File: src/design/axi_pkg.sv
package axi_pkg;

  // default bus widths
  parameter int ADDR_W_DEFAULT = 32;
  parameter int DATA_W_DEFAULT = 64;

  // response codes on b and r channels
  localparam logic [1:0] RESP_OKAY   = 2'b00;
  localparam logic [1:0] RESP_SLVERR = 2'b10;

endpackage

File: src/design/axi_lite_if.sv
`timescale 1ns/1ps

interface axi_lite_if #(
  parameter int ADDR_WIDTH = 32,
  parameter int DATA_WIDTH = 64
) ();

  localparam int STRB_WIDTH = DATA_WIDTH / 8;

  // write address
  logic                  aw_valid;
  logic                  aw_ready;
  logic [ADDR_WIDTH-1:0] aw_addr;

  // write data
  logic                  w_valid;
  logic                  w_ready;
  logic [DATA_WIDTH-1:0] w_data;
  logic [STRB_WIDTH-1:0] w_strb;

  // write response
  logic                  b_valid;
  logic                  b_ready;
  logic [1:0]            b_resp;

  // read address
  logic                  ar_valid;
  logic                  ar_ready;
  logic [ADDR_WIDTH-1:0] ar_addr;

  // read data
  logic                  r_valid;
  logic                  r_ready;
  logic [1:0]            r_resp;
  logic [DATA_WIDTH-1:0] r_data;

  modport master (
    output aw_valid, aw_addr, w_valid, w_data, w_strb, b_ready, ar_valid, ar_addr, r_ready,
    input  aw_ready, w_ready, b_valid, b_resp, ar_ready, r_valid, r_resp, r_data
  );

  modport slave (
    input  aw_valid, aw_addr, w_valid, w_data, w_strb, b_ready, ar_valid, ar_addr, r_ready,
    output aw_ready, w_ready, b_valid, b_resp, ar_ready, r_valid, r_resp, r_data
  );

endinterface

File: src/design/axi_read_arbiter.sv
`timescale 1ns/1ps

module axi_read_arbiter #(
  parameter int ADDR_WIDTH = 32,
  parameter int DATA_WIDTH = 64
) (
  input  logic                    clk,
  input  logic                    rst,
  axi_lite_if.slave               ifu,
  input  logic                    lsu_aw_valid_i,
  input  logic [ADDR_WIDTH-1:0]   lsu_aw_addr_i,
  output logic                    lsu_aw_ready_o,
  input  logic                    lsu_w_valid_i,
  input  logic [DATA_WIDTH-1:0]   lsu_w_data_i,
  input  logic [DATA_WIDTH/8-1:0] lsu_w_strb_i,
  output logic                    lsu_w_ready_o,
  input  logic                    lsu_b_ready_i,
  output logic                    lsu_b_valid_o,
  output logic [1:0]              lsu_b_resp_o,
  input  logic                    lsu_ar_valid_i,
  input  logic [ADDR_WIDTH-1:0]   lsu_ar_addr_i,
  output logic                    lsu_ar_ready_o,
  input  logic                    lsu_r_ready_i,
  output logic                    lsu_r_valid_o,
  output logic [1:0]              lsu_r_resp_o,
  output logic [DATA_WIDTH-1:0]   lsu_r_data_o,
  axi_lite_if.master              mem
);

  // one-hot read owner with fetch in bit 0
  logic [1:0] grant;
  logic       locked;
  logic       last_lsu;
  logic       pick_lsu;

  assign locked = |grant;

  // tie goes to the master that lost the last tie
  assign pick_lsu = lsu_ar_valid_i && (!ifu.ar_valid || !last_lsu);

  // ar mux while unlocked
  assign mem.ar_valid   = !locked && (ifu.ar_valid || lsu_ar_valid_i);
  assign mem.ar_addr    = pick_lsu ? lsu_ar_addr_i : ifu.ar_addr;
  assign ifu.ar_ready   = !locked && !pick_lsu && mem.ar_ready;
  assign lsu_ar_ready_o = !locked && pick_lsu && mem.ar_ready;

  // r back to the owner
  assign ifu.r_valid   = grant[0] && mem.r_valid;
  assign lsu_r_valid_o = grant[1] && mem.r_valid;
  assign mem.r_ready   = (grant[0] && ifu.r_ready) || (grant[1] && lsu_r_ready_i);
  assign ifu.r_data    = mem.r_data;
  assign ifu.r_resp    = mem.r_resp;
  assign lsu_r_data_o  = mem.r_data;
  assign lsu_r_resp_o  = mem.r_resp;

  always_ff @(posedge clk) begin
    if (rst) begin
      grant    <= 2'b00;
      last_lsu <= 1'b1;
    end else if (mem.ar_valid && mem.ar_ready) begin
      grant <= pick_lsu ? 2'b10 : 2'b01;
      // pointer moves only when both request
      if (ifu.ar_valid && lsu_ar_valid_i) begin
        last_lsu <= pick_lsu;
      end
    end else if (mem.r_valid && mem.r_ready) begin
      grant <= 2'b00;
    end
  end

  // writes come from load/store only
  assign mem.aw_valid   = lsu_aw_valid_i;
  assign mem.aw_addr    = lsu_aw_addr_i;
  assign lsu_aw_ready_o = mem.aw_ready;
  assign mem.w_valid    = lsu_w_valid_i;
  assign mem.w_data     = lsu_w_data_i;
  assign mem.w_strb     = lsu_w_strb_i;
  assign lsu_w_ready_o  = mem.w_ready;
  assign mem.b_ready    = lsu_b_ready_i;
  assign lsu_b_valid_o  = mem.b_valid;
  assign lsu_b_resp_o   = mem.b_resp;

  // fetch never writes
  assign ifu.aw_ready = 1'b0;
  assign ifu.w_ready  = 1'b0;
  assign ifu.b_valid  = 1'b0;
  assign ifu.b_resp   = axi_pkg::RESP_OKAY;

endmodule

File: src/flat_wrapper.sv
// flat-port wrapper written by rule: the top's interface ports become plain ports
module axi_read_arbiter_flat 
#(
  parameter int ADDR_WIDTH = 32,
  parameter int DATA_WIDTH = 64
)
  (clk, rst, lsu_aw_valid_i, lsu_aw_addr_i, lsu_aw_ready_o, lsu_w_valid_i, lsu_w_data_i, lsu_w_strb_i, lsu_w_ready_o, lsu_b_ready_i, lsu_b_valid_o, lsu_b_resp_o, lsu_ar_valid_i, lsu_ar_addr_i, lsu_ar_ready_o, lsu_r_ready_i, lsu_r_valid_o, lsu_r_resp_o, lsu_r_data_o, ifu_aw_valid, ifu_aw_addr, ifu_w_valid, ifu_w_data, ifu_w_strb, ifu_b_ready, ifu_ar_valid, ifu_ar_addr, ifu_r_ready, ifu_aw_ready, ifu_w_ready, ifu_b_valid, ifu_b_resp, ifu_ar_ready, ifu_r_valid, ifu_r_resp, ifu_r_data, mem_aw_valid, mem_aw_addr, mem_w_valid, mem_w_data, mem_w_strb, mem_b_ready, mem_ar_valid, mem_ar_addr, mem_r_ready, mem_aw_ready, mem_w_ready, mem_b_valid, mem_b_resp, mem_ar_ready, mem_r_valid, mem_r_resp, mem_r_data);
  axi_lite_if #(.ADDR_WIDTH(ADDR_WIDTH), .DATA_WIDTH(DATA_WIDTH)) ifu_i ();
  axi_lite_if #(.ADDR_WIDTH(ADDR_WIDTH), .DATA_WIDTH(DATA_WIDTH)) mem_i ();
  input  logic clk;
  input  logic rst;
  input  logic lsu_aw_valid_i;
  input  logic [ADDR_WIDTH-1:0] lsu_aw_addr_i;
  output logic lsu_aw_ready_o;
  input  logic lsu_w_valid_i;
  input  logic [DATA_WIDTH-1:0] lsu_w_data_i;
  input  logic [DATA_WIDTH/8-1:0] lsu_w_strb_i;
  output logic lsu_w_ready_o;
  input  logic lsu_b_ready_i;
  output logic lsu_b_valid_o;
  output logic [1:0] lsu_b_resp_o;
  input  logic lsu_ar_valid_i;
  input  logic [ADDR_WIDTH-1:0] lsu_ar_addr_i;
  output logic lsu_ar_ready_o;
  input  logic lsu_r_ready_i;
  output logic lsu_r_valid_o;
  output logic [1:0] lsu_r_resp_o;
  output logic [DATA_WIDTH-1:0] lsu_r_data_o;
  input wire logic [$bits(ifu_i.aw_valid)-1:0] ifu_aw_valid;
  input wire logic [$bits(ifu_i.aw_addr)-1:0] ifu_aw_addr;
  input wire logic [$bits(ifu_i.w_valid)-1:0] ifu_w_valid;
  input wire logic [$bits(ifu_i.w_data)-1:0] ifu_w_data;
  input wire logic [$bits(ifu_i.w_strb)-1:0] ifu_w_strb;
  input wire logic [$bits(ifu_i.b_ready)-1:0] ifu_b_ready;
  input wire logic [$bits(ifu_i.ar_valid)-1:0] ifu_ar_valid;
  input wire logic [$bits(ifu_i.ar_addr)-1:0] ifu_ar_addr;
  input wire logic [$bits(ifu_i.r_ready)-1:0] ifu_r_ready;
  output wire logic [$bits(ifu_i.aw_ready)-1:0] ifu_aw_ready;
  output wire logic [$bits(ifu_i.w_ready)-1:0] ifu_w_ready;
  output wire logic [$bits(ifu_i.b_valid)-1:0] ifu_b_valid;
  output wire logic [$bits(ifu_i.b_resp)-1:0] ifu_b_resp;
  output wire logic [$bits(ifu_i.ar_ready)-1:0] ifu_ar_ready;
  output wire logic [$bits(ifu_i.r_valid)-1:0] ifu_r_valid;
  output wire logic [$bits(ifu_i.r_resp)-1:0] ifu_r_resp;
  output wire logic [$bits(ifu_i.r_data)-1:0] ifu_r_data;
  output wire logic [$bits(mem_i.aw_valid)-1:0] mem_aw_valid;
  output wire logic [$bits(mem_i.aw_addr)-1:0] mem_aw_addr;
  output wire logic [$bits(mem_i.w_valid)-1:0] mem_w_valid;
  output wire logic [$bits(mem_i.w_data)-1:0] mem_w_data;
  output wire logic [$bits(mem_i.w_strb)-1:0] mem_w_strb;
  output wire logic [$bits(mem_i.b_ready)-1:0] mem_b_ready;
  output wire logic [$bits(mem_i.ar_valid)-1:0] mem_ar_valid;
  output wire logic [$bits(mem_i.ar_addr)-1:0] mem_ar_addr;
  output wire logic [$bits(mem_i.r_ready)-1:0] mem_r_ready;
  input wire logic [$bits(mem_i.aw_ready)-1:0] mem_aw_ready;
  input wire logic [$bits(mem_i.w_ready)-1:0] mem_w_ready;
  input wire logic [$bits(mem_i.b_valid)-1:0] mem_b_valid;
  input wire logic [$bits(mem_i.b_resp)-1:0] mem_b_resp;
  input wire logic [$bits(mem_i.ar_ready)-1:0] mem_ar_ready;
  input wire logic [$bits(mem_i.r_valid)-1:0] mem_r_valid;
  input wire logic [$bits(mem_i.r_resp)-1:0] mem_r_resp;
  input wire logic [$bits(mem_i.r_data)-1:0] mem_r_data;
  assign ifu_i.aw_valid = ifu_aw_valid;
  assign ifu_i.aw_addr = ifu_aw_addr;
  assign ifu_i.w_valid = ifu_w_valid;
  assign ifu_i.w_data = ifu_w_data;
  assign ifu_i.w_strb = ifu_w_strb;
  assign ifu_i.b_ready = ifu_b_ready;
  assign ifu_i.ar_valid = ifu_ar_valid;
  assign ifu_i.ar_addr = ifu_ar_addr;
  assign ifu_i.r_ready = ifu_r_ready;
  assign ifu_aw_ready = ifu_i.aw_ready;
  assign ifu_w_ready = ifu_i.w_ready;
  assign ifu_b_valid = ifu_i.b_valid;
  assign ifu_b_resp = ifu_i.b_resp;
  assign ifu_ar_ready = ifu_i.ar_ready;
  assign ifu_r_valid = ifu_i.r_valid;
  assign ifu_r_resp = ifu_i.r_resp;
  assign ifu_r_data = ifu_i.r_data;
  assign mem_aw_valid = mem_i.aw_valid;
  assign mem_aw_addr = mem_i.aw_addr;
  assign mem_w_valid = mem_i.w_valid;
  assign mem_w_data = mem_i.w_data;
  assign mem_w_strb = mem_i.w_strb;
  assign mem_b_ready = mem_i.b_ready;
  assign mem_ar_valid = mem_i.ar_valid;
  assign mem_ar_addr = mem_i.ar_addr;
  assign mem_r_ready = mem_i.r_ready;
  assign mem_i.aw_ready = mem_aw_ready;
  assign mem_i.w_ready = mem_w_ready;
  assign mem_i.b_valid = mem_b_valid;
  assign mem_i.b_resp = mem_b_resp;
  assign mem_i.ar_ready = mem_ar_ready;
  assign mem_i.r_valid = mem_r_valid;
  assign mem_i.r_resp = mem_r_resp;
  assign mem_i.r_data = mem_r_data;
  axi_read_arbiter #(.ADDR_WIDTH(ADDR_WIDTH), .DATA_WIDTH(DATA_WIDTH)) u_core (.clk(clk), .rst(rst), .ifu(ifu_i), .lsu_aw_valid_i(lsu_aw_valid_i), .lsu_aw_addr_i(lsu_aw_addr_i), .lsu_aw_ready_o(lsu_aw_ready_o), .lsu_w_valid_i(lsu_w_valid_i), .lsu_w_data_i(lsu_w_data_i), .lsu_w_strb_i(lsu_w_strb_i), .lsu_w_ready_o(lsu_w_ready_o), .lsu_b_ready_i(lsu_b_ready_i), .lsu_b_valid_o(lsu_b_valid_o), .lsu_b_resp_o(lsu_b_resp_o), .lsu_ar_valid_i(lsu_ar_valid_i), .lsu_ar_addr_i(lsu_ar_addr_i), .lsu_ar_ready_o(lsu_ar_ready_o), .lsu_r_ready_i(lsu_r_ready_i), .lsu_r_valid_o(lsu_r_valid_o), .lsu_r_resp_o(lsu_r_resp_o), .lsu_r_data_o(lsu_r_data_o), .mem(mem_i));
endmodule
File: config.mk
export PLATFORM = sky130hd
export DESIGN_NAME = axi_read_arbiter_flat
export DESIGN_NICKNAME = d
export VERILOG_FILES = /design/src/design/axi_pkg.sv /design/src/design/axi_lite_if.sv /design/src/design/axi_read_arbiter.sv /design/src/flat_wrapper.sv
export SDC_FILE = /design/constraint.sdc
export NUM_CORES = 1
export LEC_CHECK = 0
export BUFFER_PORTS_ARGS = -buffer_cell sky130_fd_sc_hd__buf_4
export CAP_MARGIN = 0
export CORE_AREA = 2 2 252 254
export CTS_CLUSTER_DIAMETER = 120
export CTS_CLUSTER_SIZE = 14
export DETAILED_ROUTE_END_ITERATION = 16
export DIE_AREA = 0 0 254 256
export GPL_ROUTABILITY_DRIVEN = 0
export GPL_TIMING_DRIVEN = 0
export PLACE_DENSITY = 0.37
export SLEW_MARGIN = 0
export SYNTH_ARGS = -nofsm -noshare
export SYNTH_HDL_FRONTEND = slang
export SYNTH_SLANG_ARGS = --single-unit
File: constraint.sdc
create_clock -name clk -period 1.5 [get_ports clk]
set_input_delay 0.15 -clock clk [delete_from_list [all_inputs] [get_ports clk]]
set_output_delay 0.15 -clock clk [all_outputs]
set_load 0.03 [all_outputs]
==> results of run 1 <==
## flip-flops by register name, indices dropped and copies added, names as in the netlist
signal,cells
u_core.grant,2
u_core.last_lsu,1
## critical path, stage by stage (launching register included)
cell	delay, ps
dfxtp_4	350
a21boi_4	160
buf_12	170
clkbuf_16	160
mux2_4	300
buf_6	140
## per-layer routing
metal,wire [um],vias up
met2,7430,304
met3,2680,4
met1,4360,1297
met5,13,-
met4,39,2
li1,-,1441
## how the worst max path moves through the flow
stage / slack (ps) / depth (start not counted) / end
3_3_place_gp: -340 / 4 / mem_ar_addr[26]
4_1_cts: -240 / 5 / mem_ar_addr[29]
3_5_place_dp: -360 / 4 / mem_ar_addr[26]
6_report: -160 / 5 / mem_ar_addr[3]
2_1_floorplan: 170 / 3 / mem_ar_addr[23]
5_1_grt: -220 / 5 / mem_ar_addr[4]
## power by group
part | switching, mW | internal (mW) | total [mW]
sequential | 0.00968 | 0.0859 | 0.0956
clock | 0.0735 | 0.351 | 0.424
combinational | 1.33 | 1.26 | 2.59
total | 1.41 | 1.69 | 3.11
## layout make-up
type                       count  area, um2  share of cell area, %
buffer                       251       1900                   28.9
clock buffer                   4       78.8                   1.20
inverter                       2       7.51                  0.114
multi-input combinational     53        591                   8.98
sequential                     3       63.8                  0.970
tap                          846       1060                   16.1
timing repair buffer         360       2880                   43.7
## cells in the final DEF, fill, tap and decap left out, types with 2 or more instances in the layout
cell and n:
buf_4 581, mux2_4 23, buf_6 21, mux2_2 7, buf_12 5, conb_1 5, clkbuf_16 4, mux2_1 2
buf_8 2, a22o_1 2, and2_1 2, inv_1 2, a21oi_1 2, dfxtp_1 2
## kinds of logic after synthesis
logic type / count (synthesis)
AO/OA/AOI/OAI: 8
buffers and inverters: 254
flip-flops: 3
multiplexers: 32
other: 1
AND/OR/NAND/NOR: 8
## what timing repair did
item | 4_1_cts | 5_1_grt
gates cloned | 1 | 1
resized for setup | 32 | 31
hold endpoints to repair | 0 | 0
buffers inserted | 3 | 2
pin swaps | 1 | 1
setup endpoints to repair | 34 | 33
## synth_stat cells
master,number
conb_1,1
a21boi_4,1
nor2_1,1
a32o_1,1
a31oi_1,1
nor3_1,1
buf_6,3
nor2b_1,1
nor3b_1,1
o21ai_0,1
a22o_1,2
and2_1,3
dfxtp_1,3
mux2_2,30
mux2_1,2
inv_1,2
and4_1,1
buf_4,249
a21oi_1,2
==> summary.txt, run 1 <==
Floorplan
  • Die X: between 200 and 300 um
  • Die ar.: 65,000 um2
  • Cell Rows: roughly 90
  • IO Pins: 644
  • Die Ht: between 200 and 300 um
  • Initial Utilization: 3.93%
  • Core Region: 62,400 um2

Placement
  • Placed inst area: 6180 um2
  • I/O Buffers: 353
  • Post-Place Cells: 1,509
  • DP Worst Slack: -360 ps
  • Final HPWL DP: about 13 mm

Power and ir drop
  • Peak VDD IR: 0.267 mV
  • Total Power: 3.11 mW
  • Pleak: 3.36 nW
  • Power Density: 472 nW/um2

Logic synthesis
  • Mux share of post-synthesis cell area: 14.7%
  • Post-synthesis compound-gate area fraction: 2.76%
  • Synth area leaders: buf_4, mux2_2, dfxtp_1
  • Yosys top cell area share: between 70% and 80%
  • Simple logic cell fraction of the synthesized area: under 10%
  • Register area share after synthesis: 2.45%
  • Avg Cell Area, Syn: ~8 um2
  • Syn Inst Count: 306
  • Leading area contributor after synthesis: buf_4
  • XOR/XNOR share of the synthesized area: 0%
  • Largest family of logic cells by synthesized area: buffers and inverters
  • Netlist cell types: 19
  • Synth warn: 0
  • Area share of fa/ha/maj cells after synthesis: 0%
  • Mapped cell area: 2450 um2
  • Synth Register Bits: 3

Min path
  • Hold WC Path Type: primary input to register
  • Hold Path Sink: u_core.last_lsu
  • Hold Path Cell Cnt: 3
  • Source of the worst hold timing path: rst

Layout
  • Design area: between 6000 and 7000 um2
  • Ratio of cells with drive above 1 in the final layout: 96.3%
  • Cell Count, Final, Fillers Out: 1,519
  • Antenna Cells: 0
  • Core Util, Final: 10.5%
  • Area Overhead vs Synth: 168%
  • FILL cells: 7,282
  • Final net count: a little over 1k

Global routing
  • Initial antenna violation count: 1
  • Pin count of the biggest net entering global routing: 11
  • Gr ovfl total: 0
  • GR Util met1: 3.44%
  • Met3 usage: 2.24%
  • GRT Util Overall: 3.77%
  • GRT met2 Usage: 7.32%
  • Number of global-route vias before repair: 3,027
  • First-pass GRT wire length: 18.3 mm
  • Most Used Layer, Global Route: met2

Clock network
  • CTS buffer count: 3
  • CTS root buf: clkbuf_16
  • TritonCTS clock tree: built
  • Hold buffer count at cts: 0
  • Clock transition at path regs: 30 ps
  • Clk_lat worst skew: between 200 and 250 ps
  • H-tree levels: 1
  • CTS max path bufs: 2
  • CTS sink cnt: 3

Worst setup path
  • CP required: 1350 ps
  • Worst setup SP type: register
  • Worst Path Arrival: 1510 ps
  • Critical path origin: u_core.last_lsu
  • Worst Path Class, Setup: register to output port
  • Reg-to-Reg Start: u_core.last_lsu
  • CP max FO: 5
  • R2R depth: 7
  • Crit end category: output port
  • Reg-to-reg critical path endpoint: u_core.grant[1]
  • R2R Setup Slk: 100 ps

Timing
  • Fin crit share: 111%
  • Achievable frequency: approximately 600 MHz
  • Final setup violation count: 33
  • Min Hold Slack: roughly 160 ps
  • Clock period minus worst slack: 1660 ps
  • Setup TNS: -4790 ps
  • Skew final: ~1.5 ps
  • Max Slew Vio Count: 0
  • Final WS setup: -163 ps
  • Hold Fails Final Rpt: 0
  • RSZ-0062 raised after global routing: yes

Run status
  • Status: finished, violations left
  • Failing checks: setup timing

Detailed routing
  • Via count: 3,048
  • TritonRoute pass-1 iters: 2
  • Routed Antenna Nets: 0
  • Residual DRC count: 0
  • Via density: 2.01
  • Routed WL per cell: 9.56 um
  • Initial DRC Count: 56
  • DRT Wirelength: 14.5 mm

Flow run
  • Maximum Capacitance Violations: 0
Note: power is estimated with default switching activity, not from simulation.
==> run 2, diff against run 1 <==
ABC_AREA = 1   (was not set)
CORE_AREA = 2 2 249 251   (was 2 2 252 254)
DIE_AREA = 0 0 251 253   (was 0 0 254 256)
REMOVE_ABC_BUFFERS = 1   (was not set)
==> summary.txt, run 2 <==
Global routing
  • First-pass GRT wire length: 63.3 mm (+250%)
  • Initial antenna violation count: 1 (unchanged)
  • Pin count of the biggest net entering global routing: 19 (+8)
  • GRT Util Overall: 17.9% (+14 points)
  • Number of global-route vias before repair: 1,845 (-39%)
  • Gr ovfl total: 0 (unchanged)

Clock network
  • CTS root buf: clkbuf_16
  • Hold buffer count at cts: 0 (unchanged)
  • CTS buffer count: 3 (unchanged)
  • Clock transition at path regs: 30 ps (about the same)
  • CTS max path bufs: 2 (unchanged)
  • TritonCTS clock tree: built
  • Clk_lat worst skew: 230 ps (about the same)
  • CTS sink cnt: 3 (unchanged)
  • H-tree levels: 1 (unchanged)

Floorplan
  • Cell Rows: 91 (-1.1%)
  • Core Region: 61,000 um2 (-2.2%)
  • Initial Utilization: 4.16% (+0.23 points)
  • Die ar.: 63,500 um2 (-2.3%)
  • Die X: 251 um (-1.2%)
  • Die Ht: 253 um (-1.2%)
  • IO Pins: 644 (unchanged)

Logic synthesis
  • Yosys top cell area share: 74.6% (-1.7 points)
  • Register area share after synthesis: 2.37% (-0.082 points)
  • Leading area contributor after synthesis: buf_4
  • Synth async-reset ratio: 0% (unchanged)
  • Post-synth EDFFs: 0 (unchanged)
  • Avg Cell Area, Syn: 6.52 um2 (-19%)
  • Netlist cell types: 17 (-2)
  • Synth area leaders: buf_4, nand2_1, nand2_2
  • Syn Inst Count: 389 (+27%)
  • Mapped cell area: 2540 um2 (+3.5%)
  • Synth Register Bits: 3 (unchanged)
  • Count leader, synth: buf_4
  • Synth warn: 0 (unchanged)
  • Synth cell count leaders: buf_4, nand2_1, nand2_2
  • Top_reg_cell synth: dfxtp_1

Layout
  • Core Util, Final: 5.02% (-5.5 points)
  • Area of the multi-input gates: 732 um2 (+24%)
  • Sequential Area: 63.8 um2 (unchanged)
  • Design area: 3070 um2 (-53%)
  • Most flop-heavy register: u_core.grant
  • Most frequent cells in the layout: buf_4, nand2_1, buf_6
  • Ratio of cells with drive above 1 in the final layout: 64.3% (-32 points)
  • FILL cells: 7,261 (-0.29%)
  • Commonest non-fill, non-tap cell in the layout: buf_4
  • Area Overhead vs Synth: 20.8%
  • Final net count: 627 (-39%)
  • Largest register FFs: 2 (unchanged)
  • Top Registers: u_core.grant x2, u_core.last_lsu x1
  • Cell Count, Final, Fillers Out: 1,060 (-30%)

Placement
  • Post-Place Cells: 1,037 (-31%)
  • Final HPWL DP: 54.7 mm (+310%)
  • DP Worst Slack: -409 ps (-49.0 ps)
  • I/O Buffers: 109 (-69%)
  • Placed inst area: 2430 um2 (-61%)

Worst setup path
  • Worst setup SP type: register
  • Crit end category: output port
  • Worst Path Arrival: 1340 ps (-170 ps)
  • CP max FO: 8 (+3)
  • Worst Path Class, Setup: register to output port
  • CP required: 1350 ps (about the same)

Timing
  • Min Hold Slack: 107 ps (-50.6 ps)
  • Fin crit share: 99.5% (-11 points)
  • Clock period minus worst slack: 1490 ps (-172 ps)
  • Setup TNS: 0 ps (+4790 ps)
  • Final WS setup: 8.05 ps (+172 ps)
  • Skew final: 2.71 ps (+1.24 ps)
  • Final setup violation count: 0 (-100%)
  • RSZ-0062 raised after global routing: yes
  • Max Slew Vio Count: 0 (unchanged)
  • Achievable frequency: 670 MHz (+11%)
  • Hold Fails Final Rpt: 0 (unchanged)

Run status
  • Status: finished, final reports clean

Detailed routing
  • Via density: 2.01 (+0.33%)
  • Routed Antenna Nets: 0 (unchanged)
  • Residual DRC count: 0 (unchanged)
  • Via count: 2,134 (-30%)
  • Initial DRC Count: 140 (+150%)
  • DRT Wirelength: 59.9 mm (+310%)
  • TritonRoute pass-1 iters: 4 (+2)
  • Routed WL per cell: 56.5 um (+490%)

Power and ir drop
  • Pleak: 1.23 nW (-63%)
  • Peak VDD IR: 0.345 mV (+29%)
  • Total Power: 1.47 mW (-53%)
  • Power Density: 479 nW/um2 (+1.4%)

Min path
  • Hold WC Path Type: primary input to register

Flow run
  • Maximum Capacitance Violations: 0 (unchanged)
-- run 2: cell types whose count changed after synthesis, sizes merged, moves of 3 or more --
cell / previous run / this run
mux2: 32 / 0
nand2: 0 / 109
inv: 2 / 9
nand3: 0 / 4
and2: 3 / 0
buf: 252 / 255
-- run 2: final cells by class --
| class | instances | share of cell area (%) |
|---|---|---|
| timing repair buffer | 118 | 34.0 |
| tap | 790 | 32.2 |
| multi-input combinational | 130 | 23.9 |
| timing repair inverter | 5 | 3.18 |
| clock buffer | 4 | 2.57 |
| sequential | 3 | 2.08 |
| inverter | 9 | 1.96 |
| antenna | 1 | 0.0816 |
-- run 2: where the power goes --
group / total, mW / internal [mW] / switching, mW
sequential: 0.0939 / 0.0852 / 0.00863
clock: 0.424 / 0.351 / 0.0736
combinational: 0.949 / 0.405 / 0.544
total: 1.47 / 0.841 / 0.626
-- run 2: layer usage --
layer	up-vias	global-route usage, %	share of wire [%]
met5	-	5.87	0.88
met4	10	14.6	10
met3	90	20.1	24
met2	555	31.7	49
met1	804	8.00	16
li1	675	-	-
-- run 2: final timing paths --
kind,start,endpoint,depth (start not counted),slack [ps]
worst max-delay path,u_core.last_lsu,mem_ar_addr[26],7,8
worst min-delay path,rst,u_core.grant[1],2,110
worst max register to register,u_core.last_lsu,u_core.grant[1],7,280
worst min register to register,u_core.last_lsu,u_core.last_lsu,2,560
-- run 2: kinds of logic (layout without fill, tap and decap cells) --
family | after synthesis | after routing | synth area share, %
buf+inv | 264 | 136 | 77.5
simple gates | 117 | 121 | 19.2
compound gates | 4 | 4 | 0.789
flops | 3 | 3 | 2.37
other cells | 1 | 6 | 0.148
-- run 2: what timing repair did --
item,4_1_cts,5_1_grt
gates resized for setup,57,41
endpoints found under the setup margin,35,30
pin swaps,5,7
endpoints found under the hold margin,0,0
gates cloned,8,1
buffers inserted,8,1
-- run 2: worst max-delay path, cell delays in order, from the launching register on --
cell	delay, ps
dfxtp_4	360
nand2_8	80
nand2_8	130
buf_12	170
clkinv_16	100
nand2_2	60
nand2_1	60
buf_6	140
==> run 3, diff against run 2 <==
CORE_AREA = 5 5 245 247   (was 2 2 249 251)
DIE_AREA = 0 0 250 252   (was 0 0 251 253)
PLACE_DENSITY = 0.38   (was 0.37)
RECOVER_POWER = 50   (was not set)
==> summary.txt, run 3 (same netlist as run 2, synthesis figures left out) <==
Layout
  • Final net count: 623 (-0.64%)
  • Area Overhead vs Synth: 11.5%
  • Top Registers: u_core.grant x2, u_core.last_lsu x1
  • Cell Count, Final, Fillers Out: 1,031 (-2.7%)
  • Largest register FFs: 2 (unchanged)
  • Ratio of cells with drive above 1 in the final layout: 62.6% (-1.7 points)
  • Most flop-heavy register: u_core.grant
  • Most frequent cells in the layout: buf_4, nand2_1, nand2_2
  • Core Util, Final: 4.93% (-0.091 points)
  • Commonest non-fill, non-tap cell in the layout: buf_4

Clock network
  • CTS root buf: clkbuf_16
  • CTS max path bufs: 2 (unchanged)
  • H-tree levels: 1 (unchanged)
  • TritonCTS clock tree: built
  • CTS buffer count: 3 (unchanged)
  • CTS sink cnt: 3 (unchanged)
  • Clock transition at path regs: 30 ps (about the same)
  • Clk_lat worst skew: 230 ps (about the same)

Power and ir drop
  • Power share of the clock group: 31.0% (+2.1 points)
  • Psw: 0.578 mW (-7.7%)
  • Total Power: 1.38 mW (-5.7%)
  • Power Density: 489 nW/um2 (+2.2%)
  • Sequential Power Share: 6.7% (+0.3 points)
  • Pleak: 1.12 nW (-9.0%)
  • Peak VDD IR: 0.225 mV (-35%)
  • Combinational fraction of design power: 62.2% (-2.5 points)
  • Pint: 0.806 mW (-4.2%)
  • Switching share of total power: 41.8% (-0.89 points)

Global routing
  • Number of global-route vias before repair: 1,985 (+7.6%)
  • First-pass GRT wire length: 64.8 mm (+2.5%)
  • Initial antenna violation count: 4 (+3)
  • GRT Util Overall: 18.2% (+0.31 points)
  • Gr ovfl total: 0 (unchanged)
  • Pin count of the biggest net entering global routing: 18 (-1)

Floorplan
  • Core Region: 57,400 um2 (-6.0%)
  • Cell Rows: 88 (-3.3%)
  • Die Ht: 252 um (-0.40%)
  • Die X: 250 um (-0.40%)
  • Initial Utilization: 4.42% (+0.27 points)
  • IO Pins: 644 (unchanged)
  • Die ar.: 63,000 um2 (-0.79%)

Worst setup path
  • Crit end category: output port
  • CP required: 1350 ps (about the same)
  • Reg-to-Reg Start: u_core.last_lsu
  • Reg-to-reg critical path endpoint: u_core.grant[0]
  • Slowest-stage cell, CP: dfxtp_4
  • Worst Path Arrival: 1380 ps (+40 ps)
  • Delay-heaviest family, CP: buffers and inverters
  • Worst Path Class, Setup: register to output port
  • CP max FO: 6 (-2)
  • Worst setup SP type: register
  • R2R depth: 6 (-1)
  • Worst Path Buf+Inv: 3 (unchanged)
  • Worst-path cell chain: nand2_8 > nand2_8 > inv_16 > buf_8 > nand2_2 > nand2_2 > buf_6
  • Largest stage delay, worst path: 350 ps (about the same)
  • R2R Setup Slk: 280 ps (about the same)

Detailed routing
  • Via density: 2.18 (+8.1%)
  • Residual DRC count: 0 (unchanged)
  • Initial DRC Count: 169 (+21%)
  • DRT Wirelength: 60.8 mm (+1.5%)
  • Routed WL per cell: 59.0 um (+4.4%)
  • TritonRoute pass-1 iters: 4 (unchanged)
  • Routed Antenna Nets: 0 (unchanged)
  • Via count: 2,244 (+5.2%)

Timing
  • Fin crit share: 102% (+2.4 points)
  • Final setup violation count: 6 (+6)
  • RSZ-0062 raised after global routing: yes
  • Setup TNS: -87.7 ps (-87.7 ps)
  • Hold Fails Final Rpt: 0 (unchanged)
  • Clock period minus worst slack: 1530 ps (+36.0 ps)
  • Achievable frequency: 654 MHz (-2.4%)
  • Max Slew Vio Count: 0 (unchanged)
  • Skew final: 0.424 ps (-2.28 ps)
  • Final WS setup: -28.0 ps (-36.0 ps)

Min path
  • Hold Path Sink: u_core.grant[1]
  • Source of the worst hold timing path: rst
  • Hold Path Cell Cnt: 2 (unchanged)
  • Hold WC Path Type: primary input to register

Run status
  • Status: finished, violations left
  • Failing checks: setup timing

Placement
  • Final HPWL DP: 57.2 mm (+4.4%)
  • Post-Place Cells: 1,012 (-2.4%)
  • I/O Buffers: 109 (unchanged)

Flow run
  • Maximum Capacitance Violations: 0 (unchanged)
-- run 3: cell types whose count changed in the layout (fill, tap and decap cells not counted), moves of 2 or more --
cell       previous run  this run
buf_8                 0         2
nand2_2              25        32
nand2_4              12         2
clkinv_16             2         0
buf_6                35        21
buf_4                81        95
nand2_1              72        74
-- run 3: per-layer routing --
metal	track usage [%]	wire, um	vias up
met2	30.8	28200	596
met5	8.80	814	-
li1	-	-	666
met4	16.8	7810	19
met1	6.55	8030	841
met3	23.3	16000	122
-- run 3: worst max path at each step --
stage	startpoint	endpoint	cells past startpoint
3_3_place_gp	u_core.last_lsu	mem_ar_addr[24]	6
3_5_place_dp	u_core.last_lsu	mem_ar_addr[24]	6
2_1_floorplan	u_core.last_lsu	lsu_ar_ready_o	5
5_1_grt	u_core.last_lsu	mem_ar_addr[11]	7
6_report	u_core.last_lsu	mem_ar_addr[11]	7
4_1_cts	u_core.last_lsu	mem_ar_addr[17]	7
-- run 3: power by group through the flow --
stage	clock, mW	sequential (mW)	combinational [mW]
floorplan	0	0.0917	0.344
global placement	0	0.0929	0.701
detailed placement	0	0.0932	0.704
CTS	0.433	0.0930	0.836
global route	0.444	0.0940	0.921
finish	0.429	0.0932	0.861
-- run 3: area by class of cell --
type	count	area [um2]
Fill cell	6807	54500
Timing Repair Buffer	119	1000
Inverter	9	50.0
Timing Repair inverter	2	31.3
Antenna cell	1	2.50
Sequential cell	3	63.8
Tap cell	765	957
Clock buffer	4	78.8
Multi-Input combinational cell	128	646
-- run 3: what timing repair did --
| item | in CTS | in global routing |
|---|---|---|
| cloned | 4 | 0 |
| hold buffers | 0 | 0 |
| pin swaps | 3 | 8 |
| buffers inserted | 7 | 3 |
| setup endpoints to repair | 35 | 33 |
| gates resized for setup | 45 | 19 |
-- run 3: through the flow --
step | setup slack, ps | hold WS, ps | instance area (um2)
after floorplan | 217 | 219 | 623
after global placement | -456 | 302 | 2400
after detailed placement | -464 | 302 | 2400
after CTS | -45.0 | 110 | 2730
after global routing | -70.5 | 117 | 2830
final | -28.0 | 111 | 2830
